**src/hdl/execStage_cfg.svh**
```systemverilog
// ========================================
// Fixed sizes of the execute stage
// Data width, register numbers and opcode
// width come from the instruction set.
// Include this header wherever these are needed.
// ========================================

`ifndef EXEC_STAGE_CFG_SVH
`define EXEC_STAGE_CFG_SVH

`define EXEC_DATA_W 16
`define EXEC_REG_W 3
`define EXEC_OP_W 5

// Result held by the EX/MEM register out of reset
`define EXEC_RESULT_RESET 16'h0000

`endif

```
**src/hdl/execPkg.sv**
```systemverilog
// ========================================
// Types shared by the execute stage
// Instruction word views, opcodes, ALU and
// set-condition codes, forwarding bundles
// and the EX/MEM register layout.
// ========================================

`include "execStage_cfg.svh"

package execPkg;

    typedef enum logic [`EXEC_OP_W-1:0] {
        ADDI      = 5'b01000,
        SUBI      = 5'b01001,
        XORI      = 5'b01010,
        ANDNI     = 5'b01011,
        ROLI      = 5'b10100,
        SLLI      = 5'b10101,
        RORI      = 5'b10110,
        SRLI      = 5'b10111,
        SLBI      = 5'b10010,
        LBI       = 5'b11000,
        BTR       = 5'b11001,
        ALU_SHIFT = 5'b11010,
        ALU_ARITH = 5'b11011,
        SEQ       = 5'b11100,
        SLT       = 5'b11101,
        SLE       = 5'b11110,
        SCO       = 5'b11111
    } opcodeT;

    // Same 16 bits seen as R, I1 or I2 format
    typedef union packed {
        struct packed {
            opcodeT                 opcode;
            logic [`EXEC_REG_W-1:0] rs;
            logic [`EXEC_REG_W-1:0] rt;
            logic [`EXEC_REG_W-1:0] rd;
            logic [1:0]             func;
        } rFmt;
        struct packed {
            opcodeT                 opcode;
            logic [`EXEC_REG_W-1:0] rs;
            logic [`EXEC_REG_W-1:0] rd;
            logic [4:0]             imm5;
        } i1Fmt;
        struct packed {
            opcodeT                 opcode;
            logic [`EXEC_REG_W-1:0] rs;
            logic [7:0]             imm8;
        } i2Fmt;
    } instrWordT;

    typedef enum logic [2:0] {
        OPER_ROL = 3'd0,
        OPER_SLL = 3'd1,
        OPER_ROR = 3'd2,
        OPER_SRL = 3'd3,
        OPER_ADD = 3'd4,
        OPER_AND = 3'd5,
        OPER_OR  = 3'd6,
        OPER_XOR = 3'd7
    } aluOperT;

    typedef enum logic [1:0] {
        SET_EQ = 2'd0,
        SET_LT = 2'd1,
        SET_LE = 2'd2,
        SET_CO = 2'd3
    } setCondT;

    typedef struct packed {
        aluOperT aluOper;
        logic    invA;
        logic    invB;
        logic    cIn;
        logic    useImm;
        logic    isSet;
        setCondT setCond;
        logic    isBtr;
        logic    isLbi;
        logic    isSlbi;
        logic    writesReg;
    } exCtrlT;

    // Result bus of a later stage, offered for forwarding
    typedef struct packed {
        logic                    writesReg;
        logic                    isLoad;
        logic [`EXEC_REG_W-1:0]  destReg;
        logic [`EXEC_DATA_W-1:0] aluRes;
        logic [`EXEC_DATA_W-1:0] memData;
    } fwdSrcT;

    typedef enum logic [1:0] {
        FWD_REG_FILE   = 2'd0,
        FWD_EX_MEM     = 2'd1,
        FWD_MEM_WB_ALU = 2'd2,
        FWD_MEM_WB_MEM = 2'd3
    } fwdSelT;

    typedef struct packed {
        logic                    valid;
        logic                    writesReg;
        logic [`EXEC_REG_W-1:0]  destReg;
        logic [`EXEC_DATA_W-1:0] result;
        logic                    zero;
        logic                    ltz;
        logic                    err;
    } exMemT;

endpackage

```
**src/hdl/alu.sv**
```systemverilog
// ========================================
// 16-bit ALU of the execute stage
// Optional input inversion and carry-in feed
// the adder; shifts and rotates use the low
// four bits of inB. Flags follow the adder.
// ========================================

`timescale 1ns/1ps

`include "execStage_cfg.svh"

module alu (
    input  logic [`EXEC_DATA_W-1:0] inA,
    input  logic [`EXEC_DATA_W-1:0] inB,
    input  logic                    cIn,
    input  logic                    invA,
    input  logic                    invB,
    input  execPkg::aluOperT        oper,
    output logic [`EXEC_DATA_W-1:0] out,
    output logic                    zero,
    output logic                    ltz,
    output logic                    carry,
    output logic                    ofl
);

    logic [`EXEC_DATA_W-1:0]   opA;
    logic [`EXEC_DATA_W-1:0]   opB;
    logic [`EXEC_DATA_W-1:0]   sum;
    logic [3:0]                shAmt;
    logic [2*`EXEC_DATA_W-1:0] rolWide;
    logic [2*`EXEC_DATA_W-1:0] rorWide;

    assign opA = invA ? ~inA : inA;
    assign opB = invB ? ~inB : inB;

    assign {carry, sum} = {1'b0, opA} + {1'b0, opB} + {{`EXEC_DATA_W{1'b0}}, cIn};

    // Same operand signs but a different result sign
    assign ofl = (opA[`EXEC_DATA_W-1] == opB[`EXEC_DATA_W-1]) &&
                 (sum[`EXEC_DATA_W-1] != opA[`EXEC_DATA_W-1]);

    assign zero = (sum == '0);
    assign ltz = sum[`EXEC_DATA_W-1];

    assign shAmt = opB[3:0];

    // Rotates by shifting a doubled copy of the word
    assign rolWide = {opA, opA} << shAmt;
    assign rorWide = {opA, opA} >> shAmt;

    always_comb begin
        case (oper)
            execPkg::OPER_ROL: out = rolWide[2*`EXEC_DATA_W-1:`EXEC_DATA_W];
            execPkg::OPER_SLL: out = opA << shAmt;
            execPkg::OPER_ROR: out = rorWide[`EXEC_DATA_W-1:0];
            execPkg::OPER_SRL: out = opA >> shAmt;
            execPkg::OPER_ADD: out = sum;
            execPkg::OPER_AND: out = opA & opB;
            execPkg::OPER_OR:  out = opA | opB;
            default:           out = opA ^ opB;
        endcase
    end

    always_comb begin
        assert final ($isunknown({inA, inB, cIn, invA, invB, oper}) || !$isunknown(out))
            else $error("alu: unknown output from known inputs");
    end

endmodule

```
**src/hdl/exDecode.sv**
```systemverilog
// ========================================
// Opcode decoder for the execute stage
// Turns one instruction word into ALU
// controls, a destination register and the
// extended immediate. Purely combinational.
// ========================================

`timescale 1ns/1ps

`include "execStage_cfg.svh"

module exDecode (
    input  execPkg::instrWordT       instr,
    output execPkg::exCtrlT          ctrl,
    output logic [`EXEC_REG_W-1:0]   destReg,
    output logic [`EXEC_DATA_W-1:0]  immVal
);

    logic [4:0] imm5;
    logic [7:0] imm8;

    assign imm5 = instr.i1Fmt.imm5;
    assign imm8 = instr.i2Fmt.imm8;

    always_comb begin
        ctrl = '0;
        ctrl.aluOper = execPkg::OPER_OR;
        ctrl.writesReg = 1'b1;
        destReg = instr.rFmt.rd;
        immVal = {{(`EXEC_DATA_W-5){1'b0}}, imm5};

        case (instr.rFmt.opcode)
            execPkg::ALU_ARITH: begin
                case (instr.rFmt.func)
                    2'b00: ctrl.aluOper = execPkg::OPER_ADD;
                    2'b01: begin
                        // Rt - Rs as ~Rs + Rt + 1
                        ctrl.aluOper = execPkg::OPER_ADD;
                        ctrl.invA = 1'b1;
                        ctrl.cIn = 1'b1;
                    end
                    2'b10: ctrl.aluOper = execPkg::OPER_XOR;
                    default: begin
                        ctrl.aluOper = execPkg::OPER_AND;
                        ctrl.invB = 1'b1;
                    end
                endcase
            end
            execPkg::ALU_SHIFT: begin
                case (instr.rFmt.func)
                    2'b00: ctrl.aluOper = execPkg::OPER_ROL;
                    2'b01: ctrl.aluOper = execPkg::OPER_SLL;
                    2'b10: ctrl.aluOper = execPkg::OPER_ROR;
                    default: ctrl.aluOper = execPkg::OPER_SRL;
                endcase
            end
            execPkg::ADDI, execPkg::SUBI: begin
                ctrl.aluOper = execPkg::OPER_ADD;
                ctrl.useImm = 1'b1;
                ctrl.invA = (instr.i1Fmt.opcode == execPkg::SUBI);
                ctrl.cIn = (instr.i1Fmt.opcode == execPkg::SUBI);
                destReg = instr.i1Fmt.rd;
                immVal = {{(`EXEC_DATA_W-5){imm5[4]}}, imm5};
            end
            execPkg::XORI: begin
                ctrl.aluOper = execPkg::OPER_XOR;
                ctrl.useImm = 1'b1;
                destReg = instr.i1Fmt.rd;
            end
            execPkg::ANDNI: begin
                ctrl.aluOper = execPkg::OPER_AND;
                ctrl.invB = 1'b1;
                ctrl.useImm = 1'b1;
                destReg = instr.i1Fmt.rd;
            end
            execPkg::ROLI, execPkg::SLLI, execPkg::RORI, execPkg::SRLI: begin
                // Low two opcode bits follow the ALU shift order
                ctrl.aluOper = execPkg::aluOperT'({1'b0, instr.i1Fmt.opcode[1:0]});
                ctrl.useImm = 1'b1;
                destReg = instr.i1Fmt.rd;
            end
            execPkg::LBI: begin
                ctrl.isLbi = 1'b1;
                destReg = instr.i2Fmt.rs;
                immVal = {{(`EXEC_DATA_W-8){imm8[7]}}, imm8};
            end
            execPkg::SLBI: begin
                ctrl.isSlbi = 1'b1;
                destReg = instr.i2Fmt.rs;
                immVal = {{(`EXEC_DATA_W-8){1'b0}}, imm8};
            end
            execPkg::BTR: ctrl.isBtr = 1'b1;
            execPkg::SEQ, execPkg::SLT, execPkg::SLE, execPkg::SCO: begin
                ctrl.aluOper = execPkg::OPER_ADD;
                ctrl.isSet = 1'b1;
                ctrl.setCond = execPkg::setCondT'(instr.rFmt.opcode[1:0]);
                // Rs - Rt, except SCO which wants the plain sum
                ctrl.invB = (instr.rFmt.opcode != execPkg::SCO);
                ctrl.cIn = (instr.rFmt.opcode != execPkg::SCO);
            end
            default: ctrl.writesReg = 1'b0;
        endcase
    end

endmodule

```
**src/hdl/execTop.sv**
```systemverilog
// ========================================
// Execute stage top level
// Decode, forwarding and execute settle in one
// cycle; the EX/MEM register captures the
// result at the next clock edge.
// ========================================

`timescale 1ns/1ps

`include "execStage_cfg.svh"

module execTop (
    input  logic                    clk,
    input  logic                    rst,
    input  logic                    inValid,
    input  execPkg::instrWordT      instr,
    input  logic [`EXEC_DATA_W-1:0] rsData,
    input  logic [`EXEC_DATA_W-1:0] rtData,
    input  execPkg::fwdSrcT         exMemFwd,
    input  execPkg::fwdSrcT         memWbFwd,
    output execPkg::exMemT          exMemOut
);

    execPkg::exCtrlT         ctrl;
    logic [`EXEC_REG_W-1:0]  destReg;
    logic [`EXEC_DATA_W-1:0] immVal;
    execPkg::fwdSelT         selA;
    execPkg::fwdSelT         selB;
    logic [`EXEC_DATA_W-1:0] result;
    logic                    zero;
    logic                    ltz;
    logic                    err;

    exDecode decodeInst (
        .instr   (instr),
        .ctrl    (ctrl),
        .destReg (destReg),
        .immVal  (immVal)
    );

    // Source numbers sit at the same bits in every format
    forwardUnit fwdInst (
        .rsReg    (instr.rFmt.rs),
        .rtReg    (instr.rFmt.rt),
        .exMemFwd (exMemFwd),
        .memWbFwd (memWbFwd),
        .selA     (selA),
        .selB     (selB)
    );

    execute executeInst (
        .ctrl     (ctrl),
        .immVal   (immVal),
        .rsData   (rsData),
        .rtData   (rtData),
        .selA     (selA),
        .selB     (selB),
        .exMemFwd (exMemFwd),
        .memWbFwd (memWbFwd),
        .result   (result),
        .zero     (zero),
        .ltz      (ltz),
        .err      (err)
    );

    always_ff @(posedge clk) begin
        if (rst) begin
            exMemOut.valid <= 1'b0;
            exMemOut.writesReg <= 1'b0;
            exMemOut.err <= 1'b0;
            exMemOut.result <= `EXEC_RESULT_RESET;
        end else begin
            exMemOut.valid <= inValid;
            exMemOut.writesReg <= inValid & ctrl.writesReg;
            exMemOut.err <= inValid & err;
            exMemOut.result <= result;
        end
        exMemOut.destReg <= destReg;
        exMemOut.zero <= zero;
        exMemOut.ltz <= ltz;
    end

    assert property (@(posedge clk) rst |=> !exMemOut.valid)
        else $error("execTop: EX/MEM valid set right after reset");

endmodule

```
**src/hdl/execute.sv**
```systemverilog
// ========================================
// Combinational execute datapath
// Picks the forwarded operands, runs the ALU
// and forms the final result for set, BTR,
// LBI and SLBI, plus the overflow error.
// ========================================

`timescale 1ns/1ps

`include "execStage_cfg.svh"

module execute (
    input  execPkg::exCtrlT         ctrl,
    input  logic [`EXEC_DATA_W-1:0] immVal,
    input  logic [`EXEC_DATA_W-1:0] rsData,
    input  logic [`EXEC_DATA_W-1:0] rtData,
    input  execPkg::fwdSelT         selA,
    input  execPkg::fwdSelT         selB,
    input  execPkg::fwdSrcT         exMemFwd,
    input  execPkg::fwdSrcT         memWbFwd,
    output logic [`EXEC_DATA_W-1:0] result,
    output logic                    zero,
    output logic                    ltz,
    output logic                    err
);

    logic [`EXEC_DATA_W-1:0] rsVal;
    logic [`EXEC_DATA_W-1:0] rtVal;
    logic [`EXEC_DATA_W-1:0] aluB;
    logic [`EXEC_DATA_W-1:0] aluOut;
    logic [`EXEC_DATA_W-1:0] btrVal;
    logic                    carry;
    logic                    ofl;
    logic                    setBit;

    function automatic logic [`EXEC_DATA_W-1:0] pickOperand(
        input execPkg::fwdSelT         sel,
        input logic [`EXEC_DATA_W-1:0] rfVal,
        input execPkg::fwdSrcT         exMem,
        input execPkg::fwdSrcT         memWb
    );
        case (sel)
            execPkg::FWD_EX_MEM:     return exMem.aluRes;
            execPkg::FWD_MEM_WB_ALU: return memWb.aluRes;
            execPkg::FWD_MEM_WB_MEM: return memWb.memData;
            default:                 return rfVal;
        endcase
    endfunction

    assign rsVal = pickOperand(selA, rsData, exMemFwd, memWbFwd);
    assign rtVal = pickOperand(selB, rtData, exMemFwd, memWbFwd);
    assign aluB = ctrl.useImm ? immVal : rtVal;

    alu aluInst (
        .inA   (rsVal),
        .inB   (aluB),
        .cIn   (ctrl.cIn),
        .invA  (ctrl.invA),
        .invB  (ctrl.invB),
        .oper  (ctrl.aluOper),
        .out   (aluOut),
        .zero  (zero),
        .ltz   (ltz),
        .carry (carry),
        .ofl   (ofl)
    );

    assign btrVal = {<<{rsVal}};

    always_comb begin
        case (ctrl.setCond)
            execPkg::SET_EQ: setBit = zero;
            execPkg::SET_LT: setBit = ltz;
            execPkg::SET_LE: setBit = zero | ltz;
            default:         setBit = carry;
        endcase
    end

    always_comb begin
        if (ctrl.isLbi) begin
            result = immVal;
        end else if (ctrl.isSlbi) begin
            result = (rsVal << 8) | immVal;
        end else if (ctrl.isBtr) begin
            result = btrVal;
        end else if (ctrl.isSet) begin
            result = {{(`EXEC_DATA_W-1){1'b0}}, setBit};
        end else begin
            result = aluOut;
        end
    end

    // Set instructions also use the adder, so they are excluded here
    assign err = ofl && (ctrl.aluOper == execPkg::OPER_ADD) && !ctrl.isSet;

endmodule

```
**src/hdl/forwardUnit.sv**
```systemverilog
// ========================================
// Operand forwarding selection
// Compares both source registers against the
// EX/MEM and MEM/WB destinations and steers
// the operand muxes in execute.
// ========================================

`timescale 1ns/1ps

`include "execStage_cfg.svh"

module forwardUnit (
    input  logic [`EXEC_REG_W-1:0] rsReg,
    input  logic [`EXEC_REG_W-1:0] rtReg,
    input  execPkg::fwdSrcT        exMemFwd,
    input  execPkg::fwdSrcT        memWbFwd,
    output execPkg::fwdSelT        selA,
    output execPkg::fwdSelT        selB
);

    // Youngest matching writer wins; register 0 is not special
    function automatic execPkg::fwdSelT pickSrc(
        input logic [`EXEC_REG_W-1:0] srcReg,
        input execPkg::fwdSrcT        exMem,
        input execPkg::fwdSrcT        memWb
    );
        execPkg::fwdSelT sel;
        sel = execPkg::FWD_REG_FILE;
        if (exMem.writesReg && exMem.destReg == srcReg) begin
            sel = execPkg::FWD_EX_MEM;
        end else if (memWb.writesReg && memWb.destReg == srcReg) begin
            if (memWb.isLoad) begin
                sel = execPkg::FWD_MEM_WB_MEM;
            end else begin
                sel = execPkg::FWD_MEM_WB_ALU;
            end
        end
        return sel;
    endfunction

    assign selA = pickSrc(rsReg, exMemFwd, memWbFwd);
    assign selB = pickSrc(rtReg, exMemFwd, memWbFwd);

    // A load in EX/MEM has no data yet, so the pipeline must never need it here
    always_comb begin
        assert final (!(exMemFwd.isLoad &&
                        (selA == execPkg::FWD_EX_MEM || selB == execPkg::FWD_EX_MEM)))
            else $error("forwardUnit: operand taken from a load still in EX/MEM");
    end

endmodule

```
**config.mk**
```make
export PLATFORM = sky130hd
export DESIGN_NAME = execTop
export DESIGN_NICKNAME = d
export VERILOG_FILES = /design/src/hdl/execPkg.sv /design/src/hdl/alu.sv /design/src/hdl/exDecode.sv /design/src/hdl/execTop.sv /design/src/hdl/execute.sv /design/src/hdl/forwardUnit.sv
export VERILOG_INCLUDE_DIRS = /design/src /design/src/hdl
export SDC_FILE = /design/constraint.sdc
export NUM_CORES = 1
export LEC_CHECK = 0
export BUFFER_PORTS_ARGS = -buffer_cell sky130_fd_sc_hd__buf_2
export CORE_ASPECT_RATIO = 1.4
export CORE_MARGIN = 5
export CORE_UTILIZATION = 45
export DETAILED_ROUTE_END_ITERATION = 8
export PLACE_DENSITY = 0.7
export REMOVE_ABC_BUFFERS = 1
export SLEW_MARGIN = 20
export SYNTH_ARGS = -nofsm -noshare
export SYNTH_HDL_FRONTEND = slang
export SYNTH_SLANG_ARGS = --single-unit
```
**constraint.sdc**
```tcl
create_clock -name clk -period 4.6 [get_ports clk]
set_input_delay 0.46 -clock clk [delete_from_list [all_inputs] [get_ports clk]]
set_output_delay 0.46 -clock clk [all_outputs]
set_load 0.005 [all_outputs]
```
==> summary.txt <==
Outcome
  • Status: complete, no violations

Yosys
  • Cell count after synthesis: 839
  • Number of synthesized flops with an enable pin: 0
  • Synth warn: 0
  • Async set or reset register ratio after synthesis: 0%
  • Post-Syn Area: 6540 um2
  • Sequential fraction of the synthesis area: 7.35%
  • Register bit total from synthesis: 24
  • Synthesized area per cell: 7.80 um2
  • Predominant post-synthesis flop cell: dfxtp_1
  • Synth cell types: 85

Finish
  • Fillers: 1332
  • Final net count: 1232
  • Top reg by flops: exMemOut
  • # diodes: 0
  • Fin area: 8520 um2
  • Largest registers: exMemOut (24)
  • Area of the multi-input gates: 5760 um2
  • Ratio of cells with drive above 1 in the final layout: 37.9%
  • Layout area overhead: 30.3%
  • Reg area: 480 um2
  • Max reg flops: 24

Global route
  • GR Util met1: 35.0%
  • Vias in the first global route: 7875
  • Overflow after GRT: 0
  • First-pass GRT wire length: 42.5 mm
  • Largest net degree at the start of global routing: 32
  • Initial antenna violation count: 1
  • Grt met3 use: 3.81%
  • Global-route usage over all layers: 31.0%
  • Global Route met2 Usage: 51.9%
  • Grt peak-use layer: met2

Die
  • Die H: 153 um
  • Initial core utilization: 45.5%
  • Die W: 112 um
  • Die ar.: 17100 um2
  • Ports: 149
  • Row Count: 52
  • Core Area: 14400 um2

Power
  • Pwr Total: 2460 uW
  • Switching fraction of total power: 48.2%
  • Pleak: 0.00404 uW
  • Internal Dissipation: 1270 uW
  • Psw: 1190 uW
  • Power Density: 289 nW/um2
  • Seq pwr share: 10.3%
  • Clock power frac: 11.2%
  • Max VDD drop: 0.000167 V
  • Part of the power in combinational logic: 78.5%

Routing
  • Initial drt markers: 818
  • Initial DRT Pass Iterations: 6
  • Routed WL per cell: 22.2 um
  • Residual DRC count: 0
  • Routed Antenna Nets: 0
  • Final WL: 27.9 mm
  • Vias per Instance: 6.30
  • Vias: 7942

Worst hold path
  • Hold path depth: 3
  • Worst hold path class: input port to flop
  • Worst hold path endpoint: exMemOut[20]
  • HP Start: instr[3]

Timing
  • Post-route setup TNS: 0 ps
  • Fin. max-slew vios: 0
  • Final Cycle Share: 96.4%
  • Final Hold Viols: 0
  • Worst hold slack: 440 ps
  • Minimum clock period: 4430 ps
  • Slew headroom: 44.0%
  • F_max: 226 MHz
  • Worst slew pin tran: 837 ps
  • Setup Viol. Count Final: 0
  • RSZ-0062 raised after global routing: yes
  • Post-route setup slack: 166 ps

Clock network
  • Clk sinks: 24
  • CTS buffer count: 3
  • Setup Fix Bufs, Post-CTS: 0
  • Longest Clk Path Bufs: 2
  • Clk slew on worst S/H paths: 90 ps
  • Hold buffers post-CTS: 0
  • Clock root buffer: clkbuf_16
  • Clock tree from TritonCTS: built
  • H-tree depth: 1

Placement
  • Placed Area: 8250 um2
  • I/O Buffers: 131
  • GPL Wtd Cong: 1.02
  • Post-Place Worst Slack: -357 ps
  • Dpl hpwl: 22.9 mm

Worst setup path
  • Critical path required time: 4760 ps
  • Crit path max fanout: 12
  • Crit end category: flop
  • Setup crit start: instr[7]
  • Crit start category: input port
  • Worst EP arrival: 4590 ps
  • CP Class: input port to flop

Job
  • Max Cap Viol: 0
metrics by stage:
step,utilization (%),cells
2_1_floorplan,-,787
3_3_place_gp,57.4,1255
3_5_place_dp,57.4,1255
4_1_cts,58.2,1259
5_1_grt,59.3,1260
6_report,59.3,1260
layout by cell type (no fill, tap or decap), drive strengths merged, types with 15 or more instances in the layout:
cell type	Yosys	final
nor2	73	73
o21ai	52	52
inv	43	43
xor2	19	19
dfxtp	24	24
o221ai	16	16
nand3	16	16
mux2	48	48
ha	33	33
mux2i	93	93
a221oi	15	15
xnor2	36	36
buf	30	278
o22ai	16	16
a21oi	60	60
nand2	67	67
worst max-delay path, stage by stage:
cell and delay (ps):
buf_2 130, buf_4 150, xnor2_2 170, nand4_1 200, buf_4 260, nand2_2 120
o221ai_1 120, o21ai_0 220, xor2_1 240, ha_1 280, a21o_1 170, a21o_1 200
a21o_1 200, a21oi_2 180, o21ai_1 130, a211o_1 320, a21oi_1 220, xor2_1 120
buf_4 150, and4b_1 190, nor4_1 250, a22oi_1 100
worst max-delay path by stage:
stage | endpoint | slack (ps) | cells after the start
finish | exMemOut[3] | 170 | 22
global route | exMemOut[3] | -50 | 21
CTS | exMemOut[18] | 20 | 21
detailed placement | exMemOut[3] | -360 | 19
global placement | exMemOut[3] | -300 | 19
floorplan | exMemOut[18] | -1610 | 16
logic make-up (layout without fill, tap and decap cells):
kind of cell | Yosys count | after routing | synth area share, %
DFF | 24 | 24 | 7.35
muxes | 141 | 141 | 24.9
xor gates and xnor gates | 55 | 55 | 8.05
and+or+nand+nor | 225 | 225 | 17.1
buffers and inverters | 95 | 326 | 7.38
AOI/OAI and AO/OA | 264 | 265 | 28.3
adders and majority gates | 35 | 35 | 6.93
Yosys cell counts, drive strengths merged (3+ instances only):
| cell type | number | share of area (%) |
|---|---|---|
| nand2b | 4 | 0.38 |
| dfxtp | 24 | 7.3 |
| and3 | 11 | 1.1 |
| nand3 | 16 | 1.2 |
| or4 | 3 | 0.34 |
| a31oi | 6 | 0.57 |
| xnor2 | 36 | 5.5 |
| and2 | 5 | 0.48 |
| xor2 | 19 | 2.5 |
| o211a | 3 | 0.46 |
| o22ai | 16 | 1.5 |
| ha | 33 | 6.3 |
| nor2b | 5 | 0.55 |
| and4b | 3 | 0.46 |
| and4 | 6 | 0.80 |
| a2111oi | 7 | 1.1 |
| inv | 43 | 2.6 |
| a22oi | 12 | 1.4 |
| a21boi | 4 | 0.46 |
| buf | 30 | 3.5 |
| nor3 | 9 | 0.77 |
| o21a | 5 | 0.57 |
| a21oi | 60 | 4.6 |
| a221o | 4 | 0.61 |
| o221ai | 16 | 2.1 |
| o32ai | 3 | 0.40 |
| mux2 | 48 | 8.6 |
| nand4 | 5 | 0.94 |
| nor4 | 9 | 0.96 |
| clkbuf | 22 | 1.3 |
| nand2 | 67 | 3.8 |
| o21ai | 52 | 4.0 |
| a21o | 9 | 1.0 |
| a221oi | 15 | 2.4 |
| nor2 | 73 | 4.2 |
| a211oi | 7 | 0.88 |
| o211ai | 10 | 1.2 |
| o2111ai | 13 | 1.7 |
| mux2i | 93 | 16 |
| a31o | 3 | 0.40 |
routing by layer:
layer  up-vias  wire length (um)
met5         -                13
met4         2              2540
met3       154              1800
met2       465             13300
met1      3680             10200
li1       3641                 -
final cells by class:
type	instances	share of cell area, %
timing repair buffer	279	20.8
inverter	43	1.98
clock buffer	3	0.881
multi-input combinational	721	67.6
clock inverter	1	0.352
sequential	24	5.64
tap	189	2.77
power groups by stage:
stage               combinational, uW  clock, uW  sequential, uW
finish                           1930        275             255
detailed placement               1830          0             259
global route                     2050        281             258
global placement                 1810          0             260
floorplan                        1070          0             264
CTS                              1840        274             255
what timing repair did:
item | CTS | global route
endpoints found under the hold margin | 0 | 0
pin swaps | 0 | 2
gates resized for setup | 3 | 35
cloned | 0 | 1
endpoints found under the setup margin | 2 | 9
No activity file was read; power rests on OpenSTA's default activity.
